**config.mk**
```make
export PLATFORM = sky130hd
export DESIGN_NAME = skencode_top
export DESIGN_NICKNAME = d
export VERILOG_FILES = /design/src/mldsa_params_pkg.sv /design/src/skenc_mem_pkg.sv /design/src/coeff_lane_if.sv /design/src/skenc_read_ctrl.sv /design/src/coeff_lane_encoder.sv /design/src/skenc_packer.sv /design/src/skencode_top.sv
export SDC_FILE = /design/constraint.sdc
export NUM_CORES = 1
export LEC_CHECK = 0
export ABC_AREA = 1
export ABC_CLOCK_PERIOD_IN_PS = 3900
export BUFFER_PORTS_ARGS = -buffer_cell sky130_fd_sc_hd__buf_2
export CAP_MARGIN = 10
export CORE_UTILIZATION = 30
export CTS_CLUSTER_DIAMETER = 80
export DETAILED_ROUTE_END_ITERATION = 7
export SYNTH_ARGS = -nofsm -noshare
export SYNTH_HDL_FRONTEND = slang
export SYNTH_SLANG_ARGS = --single-unit
```
**constraint.sdc**
```tcl
create_clock -name clk -period 3.9 [get_ports clk]
set_input_delay 0.78 -clock clk [delete_from_list [all_inputs] [get_ports clk]]
set_output_delay 0.78 -clock clk [all_outputs]
set_load 0.005 [all_outputs]
```
**src/mldsa_params_pkg.sv**
```systemverilog
// ML-DSA parameter package.
// Holds the arithmetic constants of the secret-key packer, the width of one
// packed code and the buffer type that the packer fills by group slots and
// drains by key words.

package mldsa_params_pkg;

    // ============================================================
    // Arithmetic constants
    // ============================================================

    // The ML-DSA modulus, 2^23 - 2^13 + 1.
    localparam logic [22:0] mldsa_q = 23'd8380417;

    // Width of one coefficient as it is stored in the coefficient memory.
    localparam int coeff_w = 24;

    // ============================================================
    // Packing geometry
    // ============================================================

    // One code per coefficient, holding eta minus the value (eta = 2).
    localparam int code_w = 3;

    // Coefficients per memory word, which is also the lane width.
    localparam int lane_coeffs = 4;

    // Two lanes of codes make one group per cycle.
    localparam int group_w = 2 * lane_coeffs * code_w;

    // Width of one word written to the key memory.
    localparam int key_word_w = 32;

    // Four groups of 24 bits line up exactly with three key words of 32 bits.
    // The packer writes the slot view and reads the word view.
    typedef union packed {
        logic [3:0][group_w-1:0]    slot;
        logic [2:0][key_word_w-1:0] word;
    } pack_buf_u;

endpackage

```
**src/skenc_mem_pkg.sv**
```systemverilog
// Memory request package.
// Defines the operation code and the request word used on the coefficient
// read ports and on the key memory write port.

package skenc_mem_pkg;

    // ============================================================
    // Request encoding
    // ============================================================

    // Default address width of every memory port.
    localparam int MEM_ADDR_WIDTH = 15;

    // Operation carried by a request.
    // An idle request must always come with a zero address.
    typedef enum logic [1:0] {
        rw_idle  = 2'd0,
        rw_read  = 2'd1,
        rw_write = 2'd2
    } rw_op_e;

    // One request per cycle and per port, with no handshake.
    typedef struct packed {
        rw_op_e                    op;
        logic [MEM_ADDR_WIDTH-1:0] addr;
    } mem_req_t;

    // Value driven on a port that has nothing to do.
    localparam mem_req_t mem_req_idle = '{op: rw_idle, addr: '0};

endpackage

```
**src/coeff_lane_if.sv**
```systemverilog
// Coefficient lane interface.
// Carries one lane's group of four encoded coefficients from an encoder to
// the packer, together with its valid and error flags.

`timescale 1ns/1ps

interface coeff_lane_if;
    import mldsa_params_pkg::*;

    // High for one cycle per encoded memory word.
    logic valid;

    // Code for coefficient i sits in bits 3i+2..3i.
    logic [lane_coeffs-1:0][code_w-1:0] codes;

    // Set when any coefficient of the word was outside -2..2 mod Q.
    logic error;

    modport enc (
        output valid,
        output codes,
        output error
    );

    modport pack (
        input valid,
        input codes,
        input error
    );

endinterface

```
**src/skenc_read_ctrl.sv**
```systemverilog
// Secret-key encoder read controller.
// Starts a run on an enable pulse, then issues one paired read per cycle
// (port A at src+2g, port B at src+2g+1) until every group of s1 and s2 has
// been requested. An abort from the packer or zeroize ends the run at once.

`timescale 1ns/1ps

module skenc_read_ctrl #(
    parameter int MLDSA_L        = 7,
    parameter int MLDSA_K        = 8,
    parameter int MLDSA_N        = 256,
    parameter int MEM_ADDR_WIDTH = 15
) (
    input  logic                    clk,
    input  logic                    reset_n,
    input  logic                    zeroize,
    input  logic                    skencode_enable,
    input  logic [MEM_ADDR_WIDTH-1:0] src_base_addr,
    input  logic                    abort,
    output skenc_mem_pkg::mem_req_t mem_a_rd_req,
    output skenc_mem_pkg::mem_req_t mem_b_rd_req,
    output logic                    busy
);
    import skenc_mem_pkg::*;

    // Each group is eight coefficients, two memory words of four.
    localparam int total_groups = (MLDSA_K + MLDSA_L) * MLDSA_N / 8;
    localparam int grp_w        = $clog2(total_groups + 1);

    localparam logic st_idle = 1'b0;
    localparam logic st_read = 1'b1;

    logic                      state;
    logic [grp_w-1:0]          grp_cnt;
    logic [MEM_ADDR_WIDTH-1:0] src_lock;
    logic [MEM_ADDR_WIDTH-1:0] base_sel;
    logic [MEM_ADDR_WIDTH-1:0] addr_a;
    logic [MEM_ADDR_WIDTH-1:0] addr_b;

    // The first pair goes out straight from the enable cycle, before the
    // base address has been latched.
    assign base_sel = (state == st_idle) ? src_base_addr : src_lock;
    assign addr_a   = base_sel + MEM_ADDR_WIDTH'({grp_cnt, 1'b0});
    assign addr_b   = addr_a + MEM_ADDR_WIDTH'(1);

    // Busy is high exactly while read pairs are on the ports.
    assign busy = (state == st_read);

    // ============================================================
    // Run FSM and request registers
    // ============================================================

    always_ff @(posedge clk or negedge reset_n) begin
        if (!reset_n) begin
            state        <= st_idle;
            grp_cnt      <= '0;
            src_lock     <= '0;
            mem_a_rd_req <= mem_req_idle;
            mem_b_rd_req <= mem_req_idle;
        end else if (zeroize) begin
            state        <= st_idle;
            grp_cnt      <= '0;
            src_lock     <= '0;
            mem_a_rd_req <= mem_req_idle;
            mem_b_rd_req <= mem_req_idle;
        end else if (abort) begin
            // Reads in flight are dropped by the packer.
            state        <= st_idle;
            grp_cnt      <= '0;
            mem_a_rd_req <= mem_req_idle;
            mem_b_rd_req <= mem_req_idle;
        end else begin
            case (state)
                st_idle: begin
                    mem_a_rd_req <= mem_req_idle;
                    mem_b_rd_req <= mem_req_idle;
                    if (skencode_enable) begin
                        state        <= st_read;
                        src_lock     <= src_base_addr;
                        grp_cnt      <= grp_w'(1);
                        mem_a_rd_req <= '{op: rw_read, addr: addr_a};
                        mem_b_rd_req <= '{op: rw_read, addr: addr_b};
                    end
                end
                default: begin
                    if (grp_cnt == grp_w'(total_groups)) begin
                        // The last pair was on the ports this cycle.
                        state        <= st_idle;
                        grp_cnt      <= '0;
                        mem_a_rd_req <= mem_req_idle;
                        mem_b_rd_req <= mem_req_idle;
                    end else begin
                        grp_cnt      <= grp_cnt + grp_w'(1);
                        mem_a_rd_req <= '{op: rw_read, addr: addr_a};
                        mem_b_rd_req <= '{op: rw_read, addr: addr_b};
                    end
                end
            endcase
        end
    end

endmodule

```
**src/coeff_lane_encoder.sv**
```systemverilog
// Coefficient lane encoder.
// Maps four coefficients of one memory word to 3-bit codes (2 minus the
// value, for values -2..2 mod Q) and flags any other value. The codes, the
// combined error and the valid flag are registered onto the lane.

`timescale 1ns/1ps

module coeff_lane_encoder (
    input  logic clk,
    input  logic reset_n,
    input  logic zeroize,
    input  logic [mldsa_params_pkg::lane_coeffs-1:0][mldsa_params_pkg::coeff_w-1:0] rd_data,
    input  logic rd_valid,
    coeff_lane_if.enc lane
);
    import mldsa_params_pkg::*;

    // Negative values as they appear in memory.
    localparam logic [coeff_w-1:0] q_minus_1 = coeff_w'(mldsa_q) - coeff_w'(1);
    localparam logic [coeff_w-1:0] q_minus_2 = coeff_w'(mldsa_q) - coeff_w'(2);

    logic [lane_coeffs-1:0][code_w-1:0] codes_d;
    logic [lane_coeffs-1:0]             bad;

    // ============================================================
    // Decode
    // ============================================================

    always_comb begin
        for (int i = 0; i < lane_coeffs; i++) begin
            bad[i] = 1'b0;
            case (rd_data[i])
                coeff_w'(0): codes_d[i] = code_w'(2);
                coeff_w'(1): codes_d[i] = code_w'(1);
                coeff_w'(2): codes_d[i] = code_w'(0);
                q_minus_1:   codes_d[i] = code_w'(3);
                q_minus_2:   codes_d[i] = code_w'(4);
                default: begin
                    codes_d[i] = '0;
                    bad[i]     = 1'b1;
                end
            endcase
        end
    end

    // ============================================================
    // Output register
    // ============================================================

    always_ff @(posedge clk or negedge reset_n) begin
        if (!reset_n) begin
            lane.valid <= 1'b0;
            lane.error <= 1'b0;
            lane.codes <= '0;
        end else if (zeroize) begin
            lane.valid <= 1'b0;
            lane.error <= 1'b0;
            lane.codes <= '0;
        end else begin
            lane.valid <= rd_valid;
            lane.error <= rd_valid & (|bad);
            if (rd_valid) begin
                lane.codes <= codes_d;
            end
        end
    end

endmodule

```
**src/skenc_packer.sv**
```systemverilog
// Secret-key packer.
// Joins the codes of both lanes into one 24-bit group per cycle, collects
// four groups in a fill buffer and hands each full buffer to a drain buffer
// that goes out as three 32-bit writes to the key memory. Ends a run with a
// done pulse, or with a one-cycle abort when a lane reports a bad value.

`timescale 1ns/1ps

module skenc_packer #(
    parameter int MEM_ADDR_WIDTH = 15
) (
    input  logic                    clk,
    input  logic                    reset_n,
    input  logic                    zeroize,
    input  logic [MEM_ADDR_WIDTH-1:0] dest_base_addr,
    input  logic                    busy,
    coeff_lane_if.pack              lane_a,
    coeff_lane_if.pack              lane_b,
    output skenc_mem_pkg::mem_req_t keymem_wr_req,
    output logic [mldsa_params_pkg::key_word_w-1:0] keymem_wr_data,
    output logic                    skencode_done,
    output logic                    abort
);
    import mldsa_params_pkg::*;
    import skenc_mem_pkg::*;

    logic                      busy_q;
    logic                      run_active;
    logic [MEM_ADDR_WIDTH-1:0] dest_lock;
    logic [MEM_ADDR_WIDTH-1:0] wr_cnt;
    logic [1:0]                slot_cnt;
    logic [1:0]                word_sel;
    logic                      draining;
    pack_buf_u                 fill_buf;
    pack_buf_u                 fill_next;
    pack_buf_u                 drain_buf;
    logic [group_w-1:0]        group;
    logic                      grp_valid;
    logic                      grp_error;
    logic                      last_word;
    logic                      run_end;

    // Lane A holds the lower four codes of the group.
    assign group     = {lane_b.codes, lane_a.codes};
    assign grp_valid = run_active & lane_a.valid & lane_b.valid;
    assign grp_error = grp_valid & (lane_a.error | lane_b.error);
    assign last_word = draining & (word_sel == 2'd2);

    // After busy falls only two groups are still in flight, and the last
    // one always completes a buffer, so an empty fill buffer at the final
    // drain word means the stream is finished.
    assign run_end = run_active & last_word & ~busy & (slot_cnt == 2'd0) & ~grp_valid;

    always_comb begin
        fill_next                = fill_buf;
        fill_next.slot[slot_cnt] = group;
    end

    // ============================================================
    // Fill, drain and run control
    // ============================================================

    always_ff @(posedge clk or negedge reset_n) begin
        if (!reset_n) begin
            busy_q        <= 1'b0;
            run_active    <= 1'b0;
            dest_lock     <= '0;
            wr_cnt        <= '0;
            slot_cnt      <= '0;
            word_sel      <= '0;
            draining      <= 1'b0;
            fill_buf      <= '0;
            drain_buf     <= '0;
            skencode_done <= 1'b0;
            abort         <= 1'b0;
        end else if (zeroize) begin
            busy_q        <= 1'b0;
            run_active    <= 1'b0;
            dest_lock     <= '0;
            wr_cnt        <= '0;
            slot_cnt      <= '0;
            word_sel      <= '0;
            draining      <= 1'b0;
            fill_buf      <= '0;
            drain_buf     <= '0;
            skencode_done <= 1'b0;
            abort         <= 1'b0;
        end else begin
            busy_q        <= busy;
            abort         <= grp_error;
            skencode_done <= run_end;

            if (grp_error) begin
                // Stop at once, pending words of the run are dropped.
                run_active <= 1'b0;
                wr_cnt     <= '0;
                slot_cnt   <= '0;
                word_sel   <= '0;
                draining   <= 1'b0;
            end else begin
                if (busy && !busy_q) begin
                    run_active <= 1'b1;
                    dest_lock  <= dest_base_addr;
                    wr_cnt     <= '0;
                end else if (run_end) begin
                    run_active <= 1'b0;
                end

                if (grp_valid) begin
                    fill_buf <= fill_next;
                    slot_cnt <= slot_cnt + 2'd1;
                end

                if (draining) begin
                    wr_cnt   <= wr_cnt + MEM_ADDR_WIDTH'(1);
                    word_sel <= word_sel + 2'd1;
                end

                // A full buffer is handed over while the previous one has
                // already left, four fill cycles cover three drain cycles.
                if (grp_valid && slot_cnt == 2'd3) begin
                    drain_buf <= fill_next;
                    draining  <= 1'b1;
                    word_sel  <= '0;
                end else if (last_word) begin
                    draining  <= 1'b0;
                    word_sel  <= '0;
                end
            end
        end
    end

    // ============================================================
    // Key memory write port
    // ============================================================

    always_comb begin
        keymem_wr_req  = mem_req_idle;
        keymem_wr_data = '0;
        if (draining) begin
            keymem_wr_req  = '{op: rw_write, addr: dest_lock + wr_cnt};
            keymem_wr_data = drain_buf.word[word_sel];
        end
    end

endmodule

```
**src/skencode_top.sv**
```systemverilog
// Secret-key encoder top level.
// Packs the s1 and s2 polynomials of an ML-DSA key into a stream of 32-bit
// key words. The read controller fetches two coefficient words per cycle,
// one encoder per read port turns them into codes, and the packer merges
// both lanes and writes the key memory.

`timescale 1ns/1ps

module skencode_top #(
    parameter int MLDSA_L        = 7,
    parameter int MLDSA_K        = 8,
    parameter int MLDSA_N        = 256,
    parameter int MEM_ADDR_WIDTH = 15
) (
    input  logic clk,
    input  logic reset_n,
    input  logic zeroize,
    input  logic skencode_enable,
    input  logic [MEM_ADDR_WIDTH-1:0] src_base_addr,
    input  logic [MEM_ADDR_WIDTH-1:0] dest_base_addr,
    input  logic [mldsa_params_pkg::lane_coeffs-1:0][mldsa_params_pkg::coeff_w-1:0] mem_a_rd_data,
    input  logic [mldsa_params_pkg::lane_coeffs-1:0][mldsa_params_pkg::coeff_w-1:0] mem_b_rd_data,
    input  logic mem_rd_data_valid,
    output skenc_mem_pkg::mem_req_t mem_a_rd_req,
    output skenc_mem_pkg::mem_req_t mem_b_rd_req,
    output skenc_mem_pkg::mem_req_t keymem_wr_req,
    output logic [mldsa_params_pkg::key_word_w-1:0] keymem_wr_data,
    output logic skencode_done,
    output logic skencode_error
);

    logic busy;

    coeff_lane_if lane_a_if ();
    coeff_lane_if lane_b_if ();

    // The packer's abort is the error pulse and also stops the reads.
    skenc_read_ctrl #(
        .MLDSA_L        (MLDSA_L),
        .MLDSA_K        (MLDSA_K),
        .MLDSA_N        (MLDSA_N),
        .MEM_ADDR_WIDTH (MEM_ADDR_WIDTH)
    ) read_ctrl0 (
        .clk             (clk),
        .reset_n         (reset_n),
        .zeroize         (zeroize),
        .skencode_enable (skencode_enable),
        .src_base_addr   (src_base_addr),
        .abort           (skencode_error),
        .mem_a_rd_req    (mem_a_rd_req),
        .mem_b_rd_req    (mem_b_rd_req),
        .busy            (busy)
    );

    coeff_lane_encoder enc_a (
        .clk      (clk),
        .reset_n  (reset_n),
        .zeroize  (zeroize),
        .rd_data  (mem_a_rd_data),
        .rd_valid (mem_rd_data_valid),
        .lane     (lane_a_if.enc)
    );

    coeff_lane_encoder enc_b (
        .clk      (clk),
        .reset_n  (reset_n),
        .zeroize  (zeroize),
        .rd_data  (mem_b_rd_data),
        .rd_valid (mem_rd_data_valid),
        .lane     (lane_b_if.enc)
    );

    skenc_packer #(
        .MEM_ADDR_WIDTH (MEM_ADDR_WIDTH)
    ) packer0 (
        .clk            (clk),
        .reset_n        (reset_n),
        .zeroize        (zeroize),
        .dest_base_addr (dest_base_addr),
        .busy           (busy),
        .lane_a         (lane_a_if.pack),
        .lane_b         (lane_b_if.pack),
        .keymem_wr_req  (keymem_wr_req),
        .keymem_wr_data (keymem_wr_data),
        .skencode_done  (skencode_done),
        .abort          (skencode_error)
    );

endmodule

```
==> flow_results.xml <==
<?xml version="1.0" encoding="UTF-8"?>
<metrics>
  <group name="power">
    <metric name="clock_power_share" unit="%">47.3</metric>
    <metric name="p_leak" unit="nW">10.4</metric>
    <metric name="internal_power" unit="mW">5.75</metric>
    <metric name="max-vdd-ir-drop" unit="mV">0.262</metric>
    <metric name="power.combinational.fraction" unit="%">9.1</metric>
    <metric name="total_net_switching_power" unit="mW">1.92</metric>
    <metric name="report.power.total" unit="mW">7.67</metric>
    <metric name="cellPowerDensity" unit="mW/mm2">365</metric>
    <metric name="seqPwrFrac" unit="%">43.5</metric>
    <metric name="switching_share" unit="%">25.1</metric>
  </group>
  <group name="route">
    <metric name="wirelength" unit="um">53000</metric>
    <metric name="drcViolationCount" unit="">0</metric>
    <metric name="routed_via_density" unit="">4.78</metric>
    <metric name="detail_route.iter0.violations" unit="">1192</metric>
    <metric name="dr_total_vias" unit="">16331</metric>
    <metric name="drt.antenna.violating_nets" unit="">0</metric>
    <metric name="routedWlPerCell" unit="um">15.5</metric>
    <metric name="drt_pass1_iterations" unit="">5</metric>
  </group>
  <group name="global_routing">
    <metric name="grt_antenna_before_repair" unit="">2</metric>
    <metric name="grt_usage" unit="%">17.9</metric>
    <metric name="grt_max_degree" unit="">119</metric>
    <metric name="grt_first_pass_wirelength" unit="um">85100</metric>
    <metric name="grt_pass1_vias" unit="">15515</metric>
    <metric name="grt-ovfl-total" unit="">0</metric>
  </group>
  <group name="clock_tree">
    <metric name="cts_buffer_depth" unit="">3</metric>
    <metric name="cts_root_buf" unit="">clkbuf_16</metric>
    <metric name="insertion_delay" unit="ns">0.55</metric>
    <metric name="cts-buffers-inserted" unit="">35</metric>
    <metric name="postCtsSetupBuffers" unit="">0</metric>
    <metric name="clk_transition_reported_paths" unit="ns">0.06</metric>
    <metric name="cts_tree" unit="">done</metric>
    <metric name="htree_num_levels" unit="">2</metric>
    <metric name="post_cts_hold_buffer_count" unit="">0</metric>
    <metric name="cts_resized" unit="">0</metric>
    <metric name="clock_sink_count" unit="">313</metric>
  </group>
  <group name="synthesis">
    <metric name="yosys_warnings" unit="">0</metric>
    <metric name="synth_edf_count" unit="">0</metric>
    <metric name="synthCells" unit="">2360</metric>
    <metric name="post_synth_instance_area" unit="mm2">0.0174</metric>
    <metric name="synth.largest_area_cell" unit="">dfrtp_1</metric>
    <metric name="ys.flop_type" unit="">dfrtp_1</metric>
    <metric name="yosys.area.top_type_share" unit="%">45.0</metric>
    <metric name="netlist-cell-type-count" unit="">53</metric>
    <metric name="sequential_area_share_after_synthesis" unit="%">45.0</metric>
    <metric name="synth_area_per_cell" unit="um2">7.37</metric>
    <metric name="yosys-top-cells-area" unit="">dfrtp_1 (45%), nand2_1 (12%), o21ai_0 (9.7%)</metric>
    <metric name="ys_seq_elements" unit="">313</metric>
    <metric name="asyncSetResetFlopFracSynth" unit="%">100</metric>
  </group>
  <group name="sta">
    <metric name="setup-tns-final" unit="ns">0</metric>
    <metric name="final_hold_viol_count" unit="">0</metric>
    <metric name="clock.fmax" unit="MHz">283</metric>
    <metric name="setup_viol" unit="">0</metric>
    <metric name="finalMaxSlewViolations" unit="">0</metric>
    <metric name="rsz0062_at_grt" unit="">false</metric>
    <metric name="min_period" unit="ns">3.53</metric>
    <metric name="transition_at_the_pin_with_the_smallest_max_transition_slack" unit="ns">0.766</metric>
    <metric name="maxSlewHeadroom" unit="%">48.4</metric>
    <metric name="post_route_skew" unit="ns">0.0248</metric>
    <metric name="min_period_over_period" unit="%">90.6</metric>
  </group>
  <group name="die">
    <metric name="io_pins" unit="">312</metric>
    <metric name="die_height" unit="um">243</metric>
    <metric name="core.rowCount" unit="">87</metric>
    <metric name="initial_utilization" unit="%">30.6</metric>
    <metric name="design.core.area" unit="mm2">0.0568</metric>
    <metric name="floorplan.die.width" unit="um">243</metric>
    <metric name="die_area" unit="mm2">0.0590</metric>
  </group>
  <group name="critical_path">
    <metric name="cp.required" unit="ns">3.12</metric>
    <metric name="crit_chain" unit="">ha_1 &gt; fa_1 &gt; nand2_1 &gt; inv_1 &gt; o21ai_0 &gt; nand2_1 &gt; nand2_1 &gt; a21oi_1 &gt; nand2_1 &gt; nand2_1 &gt; a21oi_1 &gt; buf_2</metric>
    <metric name="reg2reg_slack" unit="ns">0.82</metric>
    <metric name="critPathLaunchType" unit="">register</metric>
    <metric name="critical_path.n_buffers_inverters" unit="">2</metric>
    <metric name="worst-setup-path-type" unit="">reg2out</metric>
    <metric name="crit_path_top_delay_cell" unit="">dfrtp_1</metric>
    <metric name="worst_ep_arrival_time" unit="ns">2.75</metric>
    <metric name="cpPeakStageDelay" unit="ns">0.43</metric>
    <metric name="cpMostUsedCell" unit="">nand2_1</metric>
    <metric name="setup.worst_path.end_class" unit="">primary output</metric>
    <metric name="critical_path_peak_fanout" unit="">6</metric>
    <metric name="path_delay_family" unit="">adder cells</metric>
  </group>
  <group name="run_status">
    <metric name="status" unit="">complete, no violations</metric>
  </group>
  <group name="placement">
    <metric name="dp_hpwl" unit="um">37700</metric>
    <metric name="gp_congestion" unit="">0.840</metric>
    <metric name="port_buffers" unit="">308</metric>
  </group>
  <group name="run">
    <metric name="max_cap_viols" unit="">0</metric>
  </group>
  <group name="finish">
    <metric name="multi_input_area" unit="mm2">0.00811</metric>
    <metric name="most_common_library_cell_in_the_layout_ignoring_fill_and_taps" unit="">nand2_1</metric>
    <metric name="nets" unit="">2892</metric>
    <metric name="layout.cells.most_common_list" unit="">nand2_1 (538), o21ai_0 (336), dfrtp_1 (313)</metric>
    <metric name="insertedDiodeCount" unit="">0</metric>
    <metric name="final-seq-area" unit="mm2">0.00783</metric>
    <metric name="nFillCells" unit="">6016</metric>
    <metric name="synthToLayoutAreaGrowth" unit="%">20.8</metric>
    <metric name="final_layout_size_suffix_gt1_share" unit="%">17.9</metric>
  </group>
  <group name="min_path">
    <metric name="hold_path_class" unit="">in2async</metric>
  </group>
</metrics>
==> flip-flops by register name (all words and copies together) (netlist names), 2 cells and up <==
| name | cells |
|---|---|
| packer0.drain_buf | 96 |
| packer0.fill_buf | 96 |
| read_ctrl0.mem_b_rd_req | 16 |
| packer0.dest_lock | 15 |
| packer0.wr_cnt | 15 |
| read_ctrl0.mem_a_rd_req | 15 |
| read_ctrl0.src_lock | 15 |
| enc_a.lane.codes | 12 |
| enc_b.lane.codes | 12 |
| read_ctrl0.grp_cnt | 9 |
| packer0.slot_cnt | 2 |
| packer0.word_sel | 2 |
==> final timing paths <==
check	startpoint	end	cells past startpoint
worst max-delay path	packer0.wr_cnt[0]	keymem_wr_req[10]	12
worst min-delay path	reset_n	packer0.fill_buf[84]	1
worst min register to register	packer0.drain_buf[15]	packer0.drain_buf[15]	2
worst max register to register	read_ctrl0.mem_b_rd_req[15]	read_ctrl0.mem_b_rd_req[14]	16
max in group asynchronous	reset_n	packer0.drain_buf[30]	2
min in group clk	packer0.drain_buf[15]	packer0.drain_buf[15]	2
==> cells by family (layout without fill, tap and decap cells) <==
family / count (synthesis) / count (layout) / synth area share (%)
AO/OA/AOI/OAI: 549 / 549 / 16.4
XOR/XNOR: 4 / 4 / 0.201
AND/OR/NAND/NOR: 1076 / 1076 / 26.4
other: 1 / 3 / 0.0216
flip-flops: 313 / 313 / 45.0
adder cells (fa/ha/maj): 33 / 33 / 2.46
buffers and inverters: 368 / 663 / 8.48
multiplexers: 16 / 16 / 1.04
==> stage by stage <==
step	cells	hold slack (ns)	utilization, %	cell area, um2	setup WS, ns
final	3413	0.239	37.0	21000	0.367
after global routing	3413	0.277	37.0	21000	0.181
after CTS	3413	0.253	37.0	21000	0.309
after detailed placement	3351	0.453	34.8	19800	0.843
after global placement	3351	0.450	34.8	19800	0.903
after floorplan	2362	0.437	-	17400	0.966
==> area by class of cell <==
class / count / share of cell area (%)
clock inverters: 11 / 0.917
multi-input cells: 1681 / 38.6
inverters: 261 / 4.68
well taps: 756 / 4.50
clock buffers: 51 / 5.12
repair buffers: 340 / 8.94
flip-flops and latches: 313 / 37.3
==> synthesized netlist by cell type (22+ instances only) <==
library cell / count
o21ai_0: 336
nor2_1: 290
a21oi_1: 125
ha_1: 31
inv_1: 246
dfrtp_1: 313
o21ai_1: 42
buf_2: 22
nand2_1: 538
nor3_1: 30
nand4_1: 47
clkbuf_1: 67
nand3_1: 117
==> power groups by stage <==
| stage | combinational (mW) | clock (mW) | sequential (mW) |
|---|---|---|---|
| after CTS | 0.711 | 3.72 | 3.34 |
| final | 0.701 | 3.63 | 3.34 |
| after global placement | 0.705 | 0 | 3.40 |
| after floorplan | 0.374 | 0 | 3.39 |
| after global routing | 0.804 | 3.85 | 3.34 |
| after detailed placement | 0.708 | 0 | 3.40 |
==> routing by layer <==
| metal | track usage [%] | up-vias | part of all wire (%) |
|---|---|---|---|
| met2 | 28.7 | 424 | 45 |
| met4 | 3.68 | 2 | 1.5 |
| li1 | - | 8260 | - |
| met5 | 0 | - | 0.015 |
| met3 | 3.44 | 62 | 6.6 |
| met1 | 24.9 | 7583 | 47 |
==> worst reg2reg max path: cells and delay by family (launching register included) <==
kind | cells | cell delay [ns]
AND/OR/NAND/NOR | 10 | 1.07
AO/OA/AOI/OAI | 1 | 0.10
adder cells (fa/ha/maj) | 2 | 0.75
buffers and inverters | 3 | 0.53
flip-flops | 1 | 0.54
(Power assumes the default switching activity.)
